File: config.mk
export PLATFORM = sky130hd
export DESIGN_NAME = bch_decoder_top
export DESIGN_NICKNAME = d
export VERILOG_FILES = /design/src/bch_pkg.sv /design/src/gf_pkg.sv /design/src/bch_decoder_top.sv /design/src/bch_word_out.sv /design/src/bch_chien.sv /design/src/bch_peterson.sv /design/src/bch_syndrome.sv /design/src/bch_word_in.sv
export SDC_FILE = /design/constraint.sdc
export NUM_CORES = 1
export LEC_CHECK = 0
export ABC_AREA = 1
export CAP_MARGIN = 20
export CORE_MARGIN = 4
export CORE_UTILIZATION = 67
export CTS_CLUSTER_DIAMETER = 80
export DETAILED_ROUTE_END_ITERATION = 7
export DONT_BUFFER_PORTS = 1
export GPL_ROUTABILITY_DRIVEN = 0
export PLACE_DENSITY = 0.89
export SLEW_MARGIN = 10
export SYNTH_ARGS = -nofsm -noshare
export SYNTH_HDL_FRONTEND = slang
export SYNTH_SLANG_ARGS = --single-unit
File: constraint.sdc
create_clock -name clk -period 13.65 [get_ports clk]
set_input_delay 1.365 -clock clk [delete_from_list [all_inputs] [get_ports clk]]
set_output_delay 1.365 -clock clk [all_outputs]
set_load 0.01 [all_outputs]
File: src/bch_pkg.sv
`default_nettype none

// binary BCH(15,7) with designed distance 5
package bch_pkg;

    // code length
    parameter int bch_n = 15;

    // message length
    parameter int bch_k = 7;

    // correctable errors per word
    parameter int bch_t = 2;

    // lcm of the minimal polynomials of alpha and alpha^3
    // x^8 + x^7 + x^6 + x^4 + 1
    parameter logic [bch_n-bch_k:0] bch_gen_poly = 9'b111010001;

    // bit i holds the coefficient of x^i
    typedef logic [bch_n-1:0] bch_word_t;

    // index of one bit in a word
    typedef logic [3:0] bch_pos_t;

endpackage

`default_nettype wire

File: src/gf_pkg.sv
`default_nettype none

// arithmetic over GF(2^4) in polynomial basis
package gf_pkg;

    // bits per field symbol
    parameter int gf_width = 4;

    // x^4 + x + 1
    parameter logic [gf_width:0] gf_poly = 5'b10011;

    // primitive element x
    parameter logic [gf_width-1:0] gf_alpha = 4'b0010;

    typedef logic [gf_width-1:0] gf_elem_t;

    // shift-and-add multiply
    // reduce whenever the top bit falls out
    function automatic gf_elem_t gf_mul(gf_elem_t a, gf_elem_t b);
        gf_elem_t acc;
        gf_elem_t sh;
        acc = '0;
        sh  = a;
        for (int i = 0; i < gf_width; i++) begin
            if (b[i]) begin
                acc = acc ^ sh;
            end
            // multiply sh by x
            if (sh[gf_width-1]) begin
                sh = gf_elem_t'(sh << 1) ^ gf_poly[gf_width-1:0];
            end else begin
                sh = gf_elem_t'(sh << 1);
            end
        end
        return acc;
    endfunction

    // repeated multiply, fixed loop bound
    // exponents above the group order are not needed here
    function automatic gf_elem_t gf_pow(gf_elem_t a, int unsigned e);
        gf_elem_t r;
        r = gf_elem_t'(1);
        for (int i = 0; i < (1 << gf_width) - 1; i++) begin
            if (i < e) begin
                r = gf_mul(r, a);
            end
        end
        return r;
    endfunction

    // a^-1 = a^(q-2) with q = 16
    // zero maps to zero, callers check for it
    function automatic gf_elem_t gf_inv(gf_elem_t a);
        return gf_pow(a, (1 << gf_width) - 2);
    endfunction

endpackage

`default_nettype wire
File: src/bch_decoder_top.sv
`default_nettype none

module bch_decoder_top
    import bch_pkg::*;
(
    input  wire logic      clk,
    input  wire logic      rst,
    input  wire bch_word_t in_word,
    input  wire logic      in_req,
    output logic           in_ack,
    output bch_word_t      out_word,
    output logic           out_fail,
    output logic           out_req,
    input  wire logic      out_ack
);

    // captured word and decoder handshakes
    bch_word_t        rx_word;
    logic             syn_start;
    logic             out_done;

    // syndromes
    gf_pkg::gf_elem_t s1;
    gf_pkg::gf_elem_t s3;
    logic             syn_done;

    // locator
    gf_pkg::gf_elem_t sigma1;
    gf_pkg::gf_elem_t sigma2;
    logic [1:0]       err_count;
    logic             peterson_fail;
    logic             loc_done;

    // search result
    bch_word_t        err_pattern;
    logic             chien_fail;
    logic             chien_done;

    bch_word_in u_word_in (
        .clk, .rst, .in_word, .in_req, .in_ack, .out_done, .rx_word, .syn_start
    );

    bch_syndrome u_syndrome (
        .clk, .rst, .rx_word, .syn_start, .s1, .s3, .syn_done
    );

    bch_peterson u_peterson (
        .clk, .rst, .s1, .s3, .syn_done,
        .sigma1, .sigma2, .err_count, .peterson_fail, .loc_done
    );

    // one test per code position
    bch_chien #(.n_pos(bch_n)) u_chien (
        .clk, .rst, .sigma1, .sigma2, .err_count, .peterson_fail, .loc_done,
        .err_pattern, .chien_fail, .chien_done
    );

    bch_word_out u_word_out (
        .clk, .rst, .rx_word, .err_pattern, .chien_fail, .chien_done,
        .out_word, .out_fail, .out_req, .out_ack, .out_done
    );

endmodule

`default_nettype wire

File: src/bch_word_out.sv
`default_nettype none

module bch_word_out
    import gf_pkg::*;
    import bch_pkg::*;
(
    input  wire logic      clk,
    input  wire logic      rst,
    input  wire bch_word_t rx_word,
    input  wire bch_word_t err_pattern,
    input  wire logic      chien_fail,
    input  wire logic      chien_done,
    output bch_word_t      out_word,
    output logic           out_fail,
    output logic           out_req,
    input  wire logic      out_ack,
    output logic           out_done
);

    // req already dropped and waiting for ack to fall
    logic ack_wait;

    always_ff @(posedge clk or posedge rst) begin
        if (rst) begin
            out_req  <= 1'b0;
            ack_wait <= 1'b0;
            out_done <= 1'b0;
        end else begin
            out_done <= 1'b0;
            if (chien_done) begin
                out_req <= 1'b1;
            // consumer has taken the word
            end else if (out_req && out_ack) begin
                out_req  <= 1'b0;
                ack_wait <= 1'b1;
            // handshake closed so the input side may capture again
            end else if (ack_wait && !out_ack) begin
                ack_wait <= 1'b0;
                out_done <= 1'b1;
            end
        end
    end

    // correction by XOR of the error pattern
    // failed words carry a zero pattern and leave as received
    always_ff @(posedge clk) begin
        if (chien_done) begin
            out_word <= rx_word ^ err_pattern;
            out_fail <= chien_fail;
        end
    end

endmodule

`default_nettype wire

File: src/bch_chien.sv
`default_nettype none

module bch_chien
    import gf_pkg::*;
    import bch_pkg::*;
#(
    parameter int n_pos = bch_n
) (
    input  wire logic       clk,
    input  wire logic       rst,
    input  wire gf_elem_t   sigma1,
    input  wire gf_elem_t   sigma2,
    input  wire logic [1:0] err_count,
    input  wire logic       peterson_fail,
    input  wire logic       loc_done,
    output bch_word_t       err_pattern,
    output logic            chien_fail,
    output logic            chien_done
);

    // per-position steps alpha^-1 and alpha^-2
    localparam gf_elem_t step1 = gf_inv(gf_alpha);
    localparam gf_elem_t step2 = gf_mul(step1, step1);

    // sigma1*x and sigma2*x^2 at x = alpha^-pos
    gf_elem_t   t1;
    gf_elem_t   t2;
    bch_pos_t   pos;
    logic       running;
    logic [1:0] hits;

    gf_elem_t   cur_t1;
    gf_elem_t   cur_t2;
    bch_pos_t   cur_pos;
    logic       hit;
    logic       last;
    logic       fail_next;
    logic [1:0] hits_next;

    // position 0 is tested straight from the locator inputs
    always_comb begin
        cur_t1    = loc_done ? sigma1 : t1;
        cur_t2    = loc_done ? sigma2 : t2;
        cur_pos   = loc_done ? '0 : pos;
        hit       = (gf_elem_t'(1) ^ cur_t1 ^ cur_t2) == '0;
        last      = cur_pos == bch_pos_t'(n_pos - 1);
        // at most two roots for a degree 2 locator
        hits_next = (loc_done ? 2'd0 : hits) + {1'b0, hit};
        // irreducible locator shows up as a short root count
        fail_next = peterson_fail || (hits_next != err_count);
    end

    always_ff @(posedge clk or posedge rst) begin
        if (rst) begin
            pos        <= '0;
            running    <= 1'b0;
            hits       <= '0;
            chien_fail <= 1'b0;
            chien_done <= 1'b0;
        end else begin
            chien_done <= 1'b0;
            if (loc_done || running) begin
                pos     <= cur_pos + 1'b1;
                hits    <= hits_next;
                running <= !last;
                if (last) begin
                    chien_done <= 1'b1;
                    chien_fail <= fail_next;
                end
            end
        end
    end

    // step the terms, collect flipped positions
    always_ff @(posedge clk) begin
        if (loc_done || running) begin
            t1 <= gf_mul(cur_t1, step1);
            t2 <= gf_mul(cur_t2, step2);
            if (last && fail_next) begin
                err_pattern <= '0;
            end else begin
                err_pattern <= (loc_done ? '0 : err_pattern)
                             | (hit ? bch_word_t'(1) << cur_pos : '0);
            end
        end
    end

endmodule

`default_nettype wire

File: src/bch_peterson.sv
`default_nettype none

module bch_peterson
    import gf_pkg::*;
    import bch_pkg::*;
(
    input  wire logic     clk,
    input  wire logic     rst,
    input  wire gf_elem_t s1,
    input  wire gf_elem_t s3,
    input  wire logic     syn_done,
    output gf_elem_t      sigma1,
    output gf_elem_t      sigma2,
    output logic [1:0]    err_count,
    output logic          peterson_fail,
    output logic          loc_done
);

    // first stage results
    gf_elem_t s1_cube;
    gf_elem_t s1_inv;
    logic     stage2;

    // (S3 + S1^3) / S1
    gf_elem_t sig2_calc;

    assign sig2_calc = gf_mul(s3 ^ s1_cube, s1_inv);

    always_ff @(posedge clk or posedge rst) begin
        if (rst) begin
            stage2   <= 1'b0;
            loc_done <= 1'b0;
        end else begin
            stage2   <= syn_done;
            loc_done <= stage2;
        end
    end

    // stage 1: cube and inverse of S1
    always_ff @(posedge clk) begin
        if (syn_done) begin
            s1_cube <= gf_pow(s1, 3);
            s1_inv  <= gf_inv(s1);
        end
    end

    // stage 2: locator coefficients
    always_ff @(posedge clk) begin
        if (stage2) begin
            if (s1 == '0) begin
                // sigma(x) = 1, nothing to flip
                sigma1        <= '0;
                sigma2        <= '0;
                err_count     <= 2'd0;
                // S3 alone cannot come from one or two errors
                peterson_fail <= (s3 != '0);
            end else begin
                sigma1        <= s1;
                sigma2        <= sig2_calc;
                peterson_fail <= 1'b0;
                // zero determinant term, drop to one error
                if (sig2_calc == '0) begin
                    err_count <= 2'd1;
                end else begin
                    err_count <= 2'(bch_t);
                end
            end
        end
    end

endmodule

`default_nettype wire

File: src/bch_syndrome.sv
`default_nettype none

module bch_syndrome
    import gf_pkg::*;
    import bch_pkg::*;
(
    input  wire logic      clk,
    input  wire logic      rst,
    input  wire bch_word_t rx_word,
    input  wire logic      syn_start,
    output gf_elem_t       s1,
    output gf_elem_t       s3,
    output logic           syn_done
);

    // evaluation points
    localparam gf_elem_t pt1 = gf_alpha;
    localparam gf_elem_t pt3 = gf_pow(gf_alpha, 3);

    bch_pos_t pos;
    logic     running;
    gf_elem_t bit_in;

    // current bit as a field element
    assign bit_in = gf_elem_t'(rx_word[pos]);

    always_ff @(posedge clk or posedge rst) begin
        if (rst) begin
            pos      <= '0;
            running  <= 1'b0;
            syn_done <= 1'b0;
        end else begin
            syn_done <= 1'b0;
            if (syn_start) begin
                // top bit is loaded with the start
                pos     <= bch_pos_t'(bch_n - 2);
                running <= 1'b1;
            end else if (running) begin
                pos <= pos - 1'b1;
                // bit 0 goes in on this edge
                if (pos == '0) begin
                    running  <= 1'b0;
                    syn_done <= 1'b1;
                end
            end
        end
    end

    // Horner: acc = acc * pt + r_i, highest degree first
    always_ff @(posedge clk) begin
        if (syn_start) begin
            s1 <= gf_elem_t'(rx_word[bch_n-1]);
            s3 <= gf_elem_t'(rx_word[bch_n-1]);
        end else if (running) begin
            s1 <= gf_mul(s1, pt1) ^ bit_in;
            s3 <= gf_mul(s3, pt3) ^ bit_in;
        end
    end

endmodule

`default_nettype wire

File: src/bch_word_in.sv
`default_nettype none

module bch_word_in
    import gf_pkg::*;
    import bch_pkg::*;
(
    input  wire logic      clk,
    input  wire logic      rst,
    input  wire bch_word_t in_word,
    input  wire logic      in_req,
    output logic           in_ack,
    input  wire logic      out_done,
    output bch_word_t      rx_word,
    output logic           syn_start
);

    // one word in flight, held until the output side is done
    logic busy;
    logic take;

    // new request, previous handshake closed, decoder idle
    assign take = in_req && !in_ack && !busy;

    always_ff @(posedge clk or posedge rst) begin
        if (rst) begin
            in_ack    <= 1'b0;
            syn_start <= 1'b0;
            busy      <= 1'b0;
        end else begin
            syn_start <= take;
            // ack rises on capture
            if (take) begin
                in_ack <= 1'b1;
            // return to zero once the producer drops req
            end else if (in_ack && !in_req) begin
                in_ack <= 1'b0;
            end
            // out_done never overlaps a capture
            if (take) begin
                busy <= 1'b1;
            end else if (out_done) begin
                busy <= 1'b0;
            end
        end
    end

    // received word, stable for the whole decode
    always_ff @(posedge clk) begin
        if (take) begin
            rx_word <= in_word;
        end
    end

endmodule

`default_nettype wire

Word level (Yosys, flattened, before mapping)
Cells that the tools add are included.

Memory bits (read-only): 0. Input port bits: 19. Memories kept: 0. RAM bits: 0. Latch bits: 0. Word-level logic and storage cells: 436. Register bits: 104. Output and inout port bits: 18.

Equality and inequality tests: 2. Mux-type cells: 262. Add/subtract/negate cells: 3. Reductions and logical operators: 25. Shifts and indexed selects: 1. Magnitude comparators: 1. Bitwise gates (word level): 110. Divide/modulo/power cells: 0. $mul: 0.

Operators with widths (count): 2-to-1 mux 4 bit (178); XOR 4 bit (50); 2-to-1 mux 2 bit (56); inverter 2 bit (54); 2-to-1 mux 15 bit (2); 2-to-1 mux 1 bit (25); zero test 4 bit (4); OR 15 bit (1); left shift 1 x 4 -> 15 bit (first input constant) (1); XOR 15 bit (1); nonzero test 2 bit (5); XOR 4 x 1 -> 4 bit (2); logical AND 1 bit (6); zero test 1 bit (5); less-than comparator 4 x 5 -> 1 bit (second input constant) (1); adder 4 x 1 -> 4 bit (second input constant) (1); binary-select mux 1 bit (select 4 bit) (1); == test 4 bit (second input constant) (1); AND reduction 2 bit (2); nonzero test 4 bit (1); subtractor 4 x 1 -> 4 bit (second input constant) (1); adder 2 x 1 -> 2 bit (1); logical OR 1 bit (2); inequality test 2 bit (1); inverter 1 bit (2).

Longest topological paths before layout
Depth in word-level cells: 166. Mapped depth: 103. Mapped depth without buffers: 100.

By module
From an unflattened synthesis, not the netlist that was laid out.

Cell total of the unflattened synthesis: 1479. Area total of the unflattened synthesis: 9645.5 µm².

Modules (own cells, without submodules): bch_peterson (area each 5495.3 µm², cells an instance 1059, sequential area each 620.6 µm², times used 1); bch_chien (area each 2087.0 µm², cells an instance 242, sequential area each 915.9 µm², times used 1); bch_syndrome (area each 772.0 µm², cells an instance 108, sequential area each 330.3 µm², times used 1); bch_word_out (area each 728.2 µm², cells an instance 43, sequential area each 555.5 µm², times used 1); bch_word_in (area each 563.0 µm², cells an instance 27, sequential area each 525.5 µm², times used 1).

Least setup slack after synthesis
Ideal clock, no wire load.

Kind: flip-flop to flip-flop. Start point: register u_syndrome.s1[2]. End point: register u_peterson.s1_inv[1] (data pin). Path buffers: 4. Cell stages (with the launch flop): 87. Arrival time: 7.742 ns. Period minus slack after synthesis: 7.991 ns. Required time: 13.401 ns. Slack: 5.659 ns. Setup time: 0.249 ns. Cells stage by stage: dfxtp_1 -> buf_6 -> inv_2 -> buf_6 -> clkbuf_1 -> clkbuf_1 -> ha_1 -> nand2_1 -> nand3_1 -> nand2_2 -> nand2_2 -> nand3_4 -> nand3_1 -> nand2_1 -> nand2_1 -> nand2_2 -> nand2_2 -> inv_2 -> [51 not listed] -> nor2_1 -> inv_1 -> nand2_4 -> nand2_4 -> nand2_4 -> nand2_2 -> o21bai_1 -> nand2_1 -> nand2_1 -> nand2_2 -> nand2_1 -> nand2_1 -> nor2_1 -> nand3_1 -> nand2_1 -> nand2_1 -> nand2_1 -> inv_1.

Cells in the longest elaborated chain, start to end: 148. Elaborated cells on any way between the ends: 264. Those cells by class: mux (185); bitwise (79).

RTL lines: start: declaration (line bch_syndrome.sv:11) `output gf_elem_t s1,`; start signal: assignment (line bch_syndrome.sv:52) `s1 <= gf_elem_t'(rx_word[bch_n-1]);`; start signal: assignment (line bch_syndrome.sv:55) `s1 <= gf_mul(s1, pt1) ^ bit_in;`; 2-to-1 mux 4 bit (line gf_pkg.sv:25) `if (b[i]) begin`; 2-to-1 mux 4 bit (line bch_peterson.sv:41) `if (syn_done) begin`; XOR 4 bit (line gf_pkg.sv:26) `acc = acc ^ sh;`; 2-to-1 mux 4 bit (line gf_pkg.sv:25); 2-to-1 mux 4 bit (line bch_peterson.sv:41); inverter 2 bit (no line), or another cell as far along; 2-to-1 mux 2 bit or 2-to-1 mux 4 bit (tied branches) (line gf_pkg.sv:29, bch_peterson.sv:41); 2-to-1 mux 4 bit or XOR 4 bit (tied branches) (line bch_peterson.sv:41, gf_pkg.sv:26); [132 not listed]; XOR 4 bit (line gf_pkg.sv:26); 2-to-1 mux 4 bit (line gf_pkg.sv:25); 2-to-1 mux 4 bit (line bch_peterson.sv:41); XOR 4 bit (line gf_pkg.sv:26); 2-to-1 mux 4 bit (line gf_pkg.sv:25); 2-to-1 mux 4 bit (line bch_peterson.sv:41); XOR 4 bit (line gf_pkg.sv:26); 2-to-1 mux 4 bit (*) (line gf_pkg.sv:25); end signal: assignment (line bch_peterson.sv:43) `s1_inv <= gf_inv(s1);`; end: declaration (line bch_peterson.sv:21) `gf_elem_t s1_inv;`.

Mark *: on every way between the ends. The rest lies on a longest branch, timed or not. The select of a mux whose other input is x is not followed. A chain may end at the register's enable or synchronous reset.

Final worst setup path
Start point: register u_syndrome.s1[3]. End point: register u_peterson.s1_inv[2] (data pin).

Cells in the longest elaborated chain, start to end: 144. Elaborated cells on any way between the ends: 259. Those cells by class: mux (182); bitwise (77).

RTL lines (line): 2-to-1 mux 4 bit (gf_pkg.sv:25); 2-to-1 mux 4 bit (bch_peterson.sv:41); 2-to-1 mux 4 bit, or another cell as far along (gf_pkg.sv:25); 2-to-1 mux 4 bit or 2-to-1 mux 2 bit (tied branches) (bch_peterson.sv:41, gf_pkg.sv:29); XOR 4 bit or 2-to-1 mux 4 bit (tied branches) (gf_pkg.sv:26, bch_peterson.sv:41); 2-to-1 mux 4 bit or XOR 4 bit (tied branches) (gf_pkg.sv:25, gf_pkg.sv:26); 2-to-1 mux 4 bit, on equally long branches (bch_peterson.sv:41, gf_pkg.sv:25); XOR 4 bit or 2-to-1 mux 4 bit (tied branches) (gf_pkg.sv:26, bch_peterson.sv:41); [128 not listed]; XOR 4 bit (gf_pkg.sv:26); 2-to-1 mux 4 bit (gf_pkg.sv:25); 2-to-1 mux 4 bit (bch_peterson.sv:41); XOR 4 bit (gf_pkg.sv:26); 2-to-1 mux 4 bit (gf_pkg.sv:25); 2-to-1 mux 4 bit (bch_peterson.sv:41); XOR 4 bit (gf_pkg.sv:26); 2-to-1 mux 4 bit (*) (gf_pkg.sv:25).

Marks and branches as above.

==> qor.csv <==
metric,value,unit
TNS Setup,0,ns
post-synth top area share,24.4,%
Initial Util,69.0,%
setup bufs post-CTS,0,
CP arrival,10.11,ns
Mean Syn Cell Area,6.59,µm²
Setup CP Type,reg2reg,
crit path time final,10.02,ns
via/cell ratio,5.61,
drt drc,0,
CP max FO,60,
first-pass GRT wire length,36100,µm
crit-path max cell delay,0.60,ns
I/O pins,37,
Max-Cap Viols,0,
DRT Wirelength,21000,µm
RSZ-0062 raised after global routing,no,
Commonest cells post-synth,"468 x nand2_1, 198 x nand3_1, 165 x inv_1, 99 x nor2_1, 75 x edfxtp_1",
Slew @ Worst Pin,1.06,ns
clk sinks,104,
Skew-Pair Late Insertion Delay,0.35,ns
top post-synthesis cells by area,"edfxtp_1 24%, nand2_1 19%, nand3_1 11%, inv_1 6.7%, dfrtp_1 6.2%",
status,"complete, no violations",
wire length per cell,13.5,µm
setup violators final,0,
CTS Buf Count,9,
layout cell share with drive strength beyond 1,12.8,%
number of nets in the layout,1409,
Post-synth top flop,edfxtp_1,
first drt pass iteration count,5,
CTS tree,done,
"FFs w/ async S/R, synth",22.1,%
Post-Synthesis Cells,1397,
register area share after synthesis,32.0,%
"FF+latch count, synth",104,
area grow syn2layout,3.90,%
yosys warns,0,
Fillers,1090,
largest area contributor in the netlist,edfxtp_1,
period utilization,73.4,%
Iteration-0 DRC Markers,781,
number of synthesized flops with an enable pin,75,
Max-Slew Margin vs Limit,29.1,%
ANT cells,0,
max-slew violations,0,
most common cell in the netlist,nand2_1,
Die H,125,µm
"Hold Vio Cnt, Final",0,
clock buffer depth,2,
Worst Clk Skew,0.0139,ns
synth unique cells,40,
worst endpoint required time,13.75,ns
number of H-tree levels,3,
Core Region,13300,µm²
antenna violations before repair,0,
CP most frequent cell,nand2_1,
number of global-route vias before repair,8114,
IO Port Bufs,0,
Crit-path slowest cell,inv_1,
DR vias,8724,
syn nets,1431,
crit end category,flip-flop,
min-delay worst type,reg2reg,
Die W,125,µm
remaining global-route overflow,0,
Post-CTS Resized,0,
Worst-path clk slew,0.07,ns
largest net degree at the start of global routing,71,
GRT Util Overall,27.0,%
HPWL Detailed,15000,µm
die area,15700,µm²
CTS Root Cell,clkbuf_16,
Rows,42,
crit path launch type,flip-flop,
cell area after synthesis,9210,µm²
Antenna Violating Nets Remaining,0,
Hold Buf Count CTS,0,
fmax,0.0999,GHz
[cell families (layout without fill, tap and decap cells)]
logic type | count (synthesis) | after routing | share of synthesized area, %
and+or+nand+nor | 916 | 916 | 46.1
buffers and inverters | 236 | 219 | 10.3
DFF | 104 | 104 | 32.0
AOI/OAI and AO/OA | 70 | 70 | 4.22
xor gates and xnor gates | 52 | 52 | 4.94
adders and majority gates | 15 | 15 | 2.04
muxes | 4 | 4 | 0.435
[sequential cells by signal (all words and copies together) (netlist names), 2 cells and up]
register              flops
u_peterson.s1_inv         4
u_peterson.sigma1         4
u_chien.hits              2
u_peterson.s1_cube        4
u_word_in.rx_word        15
u_chien.pos               4
u_syndrome.s3             4
u_chien.t1                4
u_chien.err_pattern      15
u_chien.t2                4
u_peterson.sigma2         4
u_syndrome.s1             4
u_word_out.out_word      15
u_peterson.err_count      2
u_syndrome.pos            4
[critical path: cells and delay by family (launching register included)]
family | cells | cell delay [ns]
flops | 1 | 0.31
xor+xnor | 1 | 0.15
buf+inv | 7 | 1.55
simple gates | 74 | 7.29
fa+ha+maj | 1 | 0.48
[cell usage in the layout (no fill, tap or decap), types with 2 or more instances in the layout]
cell | netlist | final
inv_2 | 27 | 27
nor2_1 | 99 | 99
nand2_4 | 15 | 15
inv_6 | 0 | 2
nand3_2 | 25 | 25
dfxtp_2 | 0 | 2
a21oi_1 | 29 | 29
dfrtp_1 | 23 | 23
ha_1 | 15 | 15
edfxtp_1 | 75 | 75
clkbuf_16 | 0 | 9
xnor2_1 | 21 | 21
inv_1 | 165 | 165
nand4_1 | 15 | 15
a32oi_1 | 2 | 2
nor3_1 | 8 | 7
dfxtp_1 | 6 | 4
clkinv_1 | 5 | 5
nand3b_1 | 5 | 5
xor2_1 | 31 | 31
nor2_2 | 11 | 11
mux2i_1 | 4 | 4
o22ai_1 | 4 | 4
o21ai_0 | 22 | 22
clkbuf_1 | 12 | 2
or2_2 | 2 | 2
nand2_1 | 468 | 468
a31oi_1 | 2 | 2
nand3_1 | 198 | 198
nand2_2 | 68 | 68
o21ai_1 | 5 | 5
buf_4 | 3 | 5
[routing by layer]
layer / track usage (%) / vias up / share of wire (%)
li1: - / 4398 / -
met1: 33.2 / 3919 / 41
met2: 48.4 / 376 / 51
met3: 3.62 / 31 / 6.0
met4: 9.50 / 0 / 1.9
met5: 0 / - / 0
[metrics by stage]
step	instances	util [%]	hold slack (ns)	area, µm²	setup WS (ns)
after CTS	1555	71.5	0.431	9540	3.71
after global routing	1556	71.7	0.450	9570	2.33
final	1556	71.7	0.428	9570	3.63
after global placement	1539	69.5	0.419	9270	4.01
after floorplan	1397	-	0.400	9210	5.66
after detailed placement	1539	69.5	0.408	9270	3.78
[area by class of cell]
cell class / count / area, µm² / area share [%]
sequential: 104 / 2950 / 30.8
tap: 176 / 220 / 2.30
clock inverter: 5 / 40.0 / 0.418
inverter: 197 / 739 / 7.73
multi-input combinational: 1057 / 5320 / 55.6
clock buffer: 11 / 233 / 2.43
timing repair buffer: 6 / 65.1 / 0.680
[path summary, 6_finish.rpt]
path / startpoint / to / slack (ns) / depth (start not counted)
setup / recovery: u_syndrome.s1[3] / u_peterson.s1_inv[2] / 3.63 / 83
hold / removal: u_word_out.out_done / u_word_in.busy / 0.43 / 1
setup reg to reg: u_syndrome.s1[3] / u_peterson.s1_inv[2] / 3.63 / 83
hold reg to reg: u_word_out.out_done / u_word_in.busy / 0.43 / 1
max in group asynchronous: rst / u_word_out.out_req / 12.41 / 2
min in group asynchronous: rst / u_peterson.stage2 / 0.85 / 1
Power is left out: the tool's default activity adds up to more than one toggle a clock period on the data nets, which glitch-free logic cannot reach.
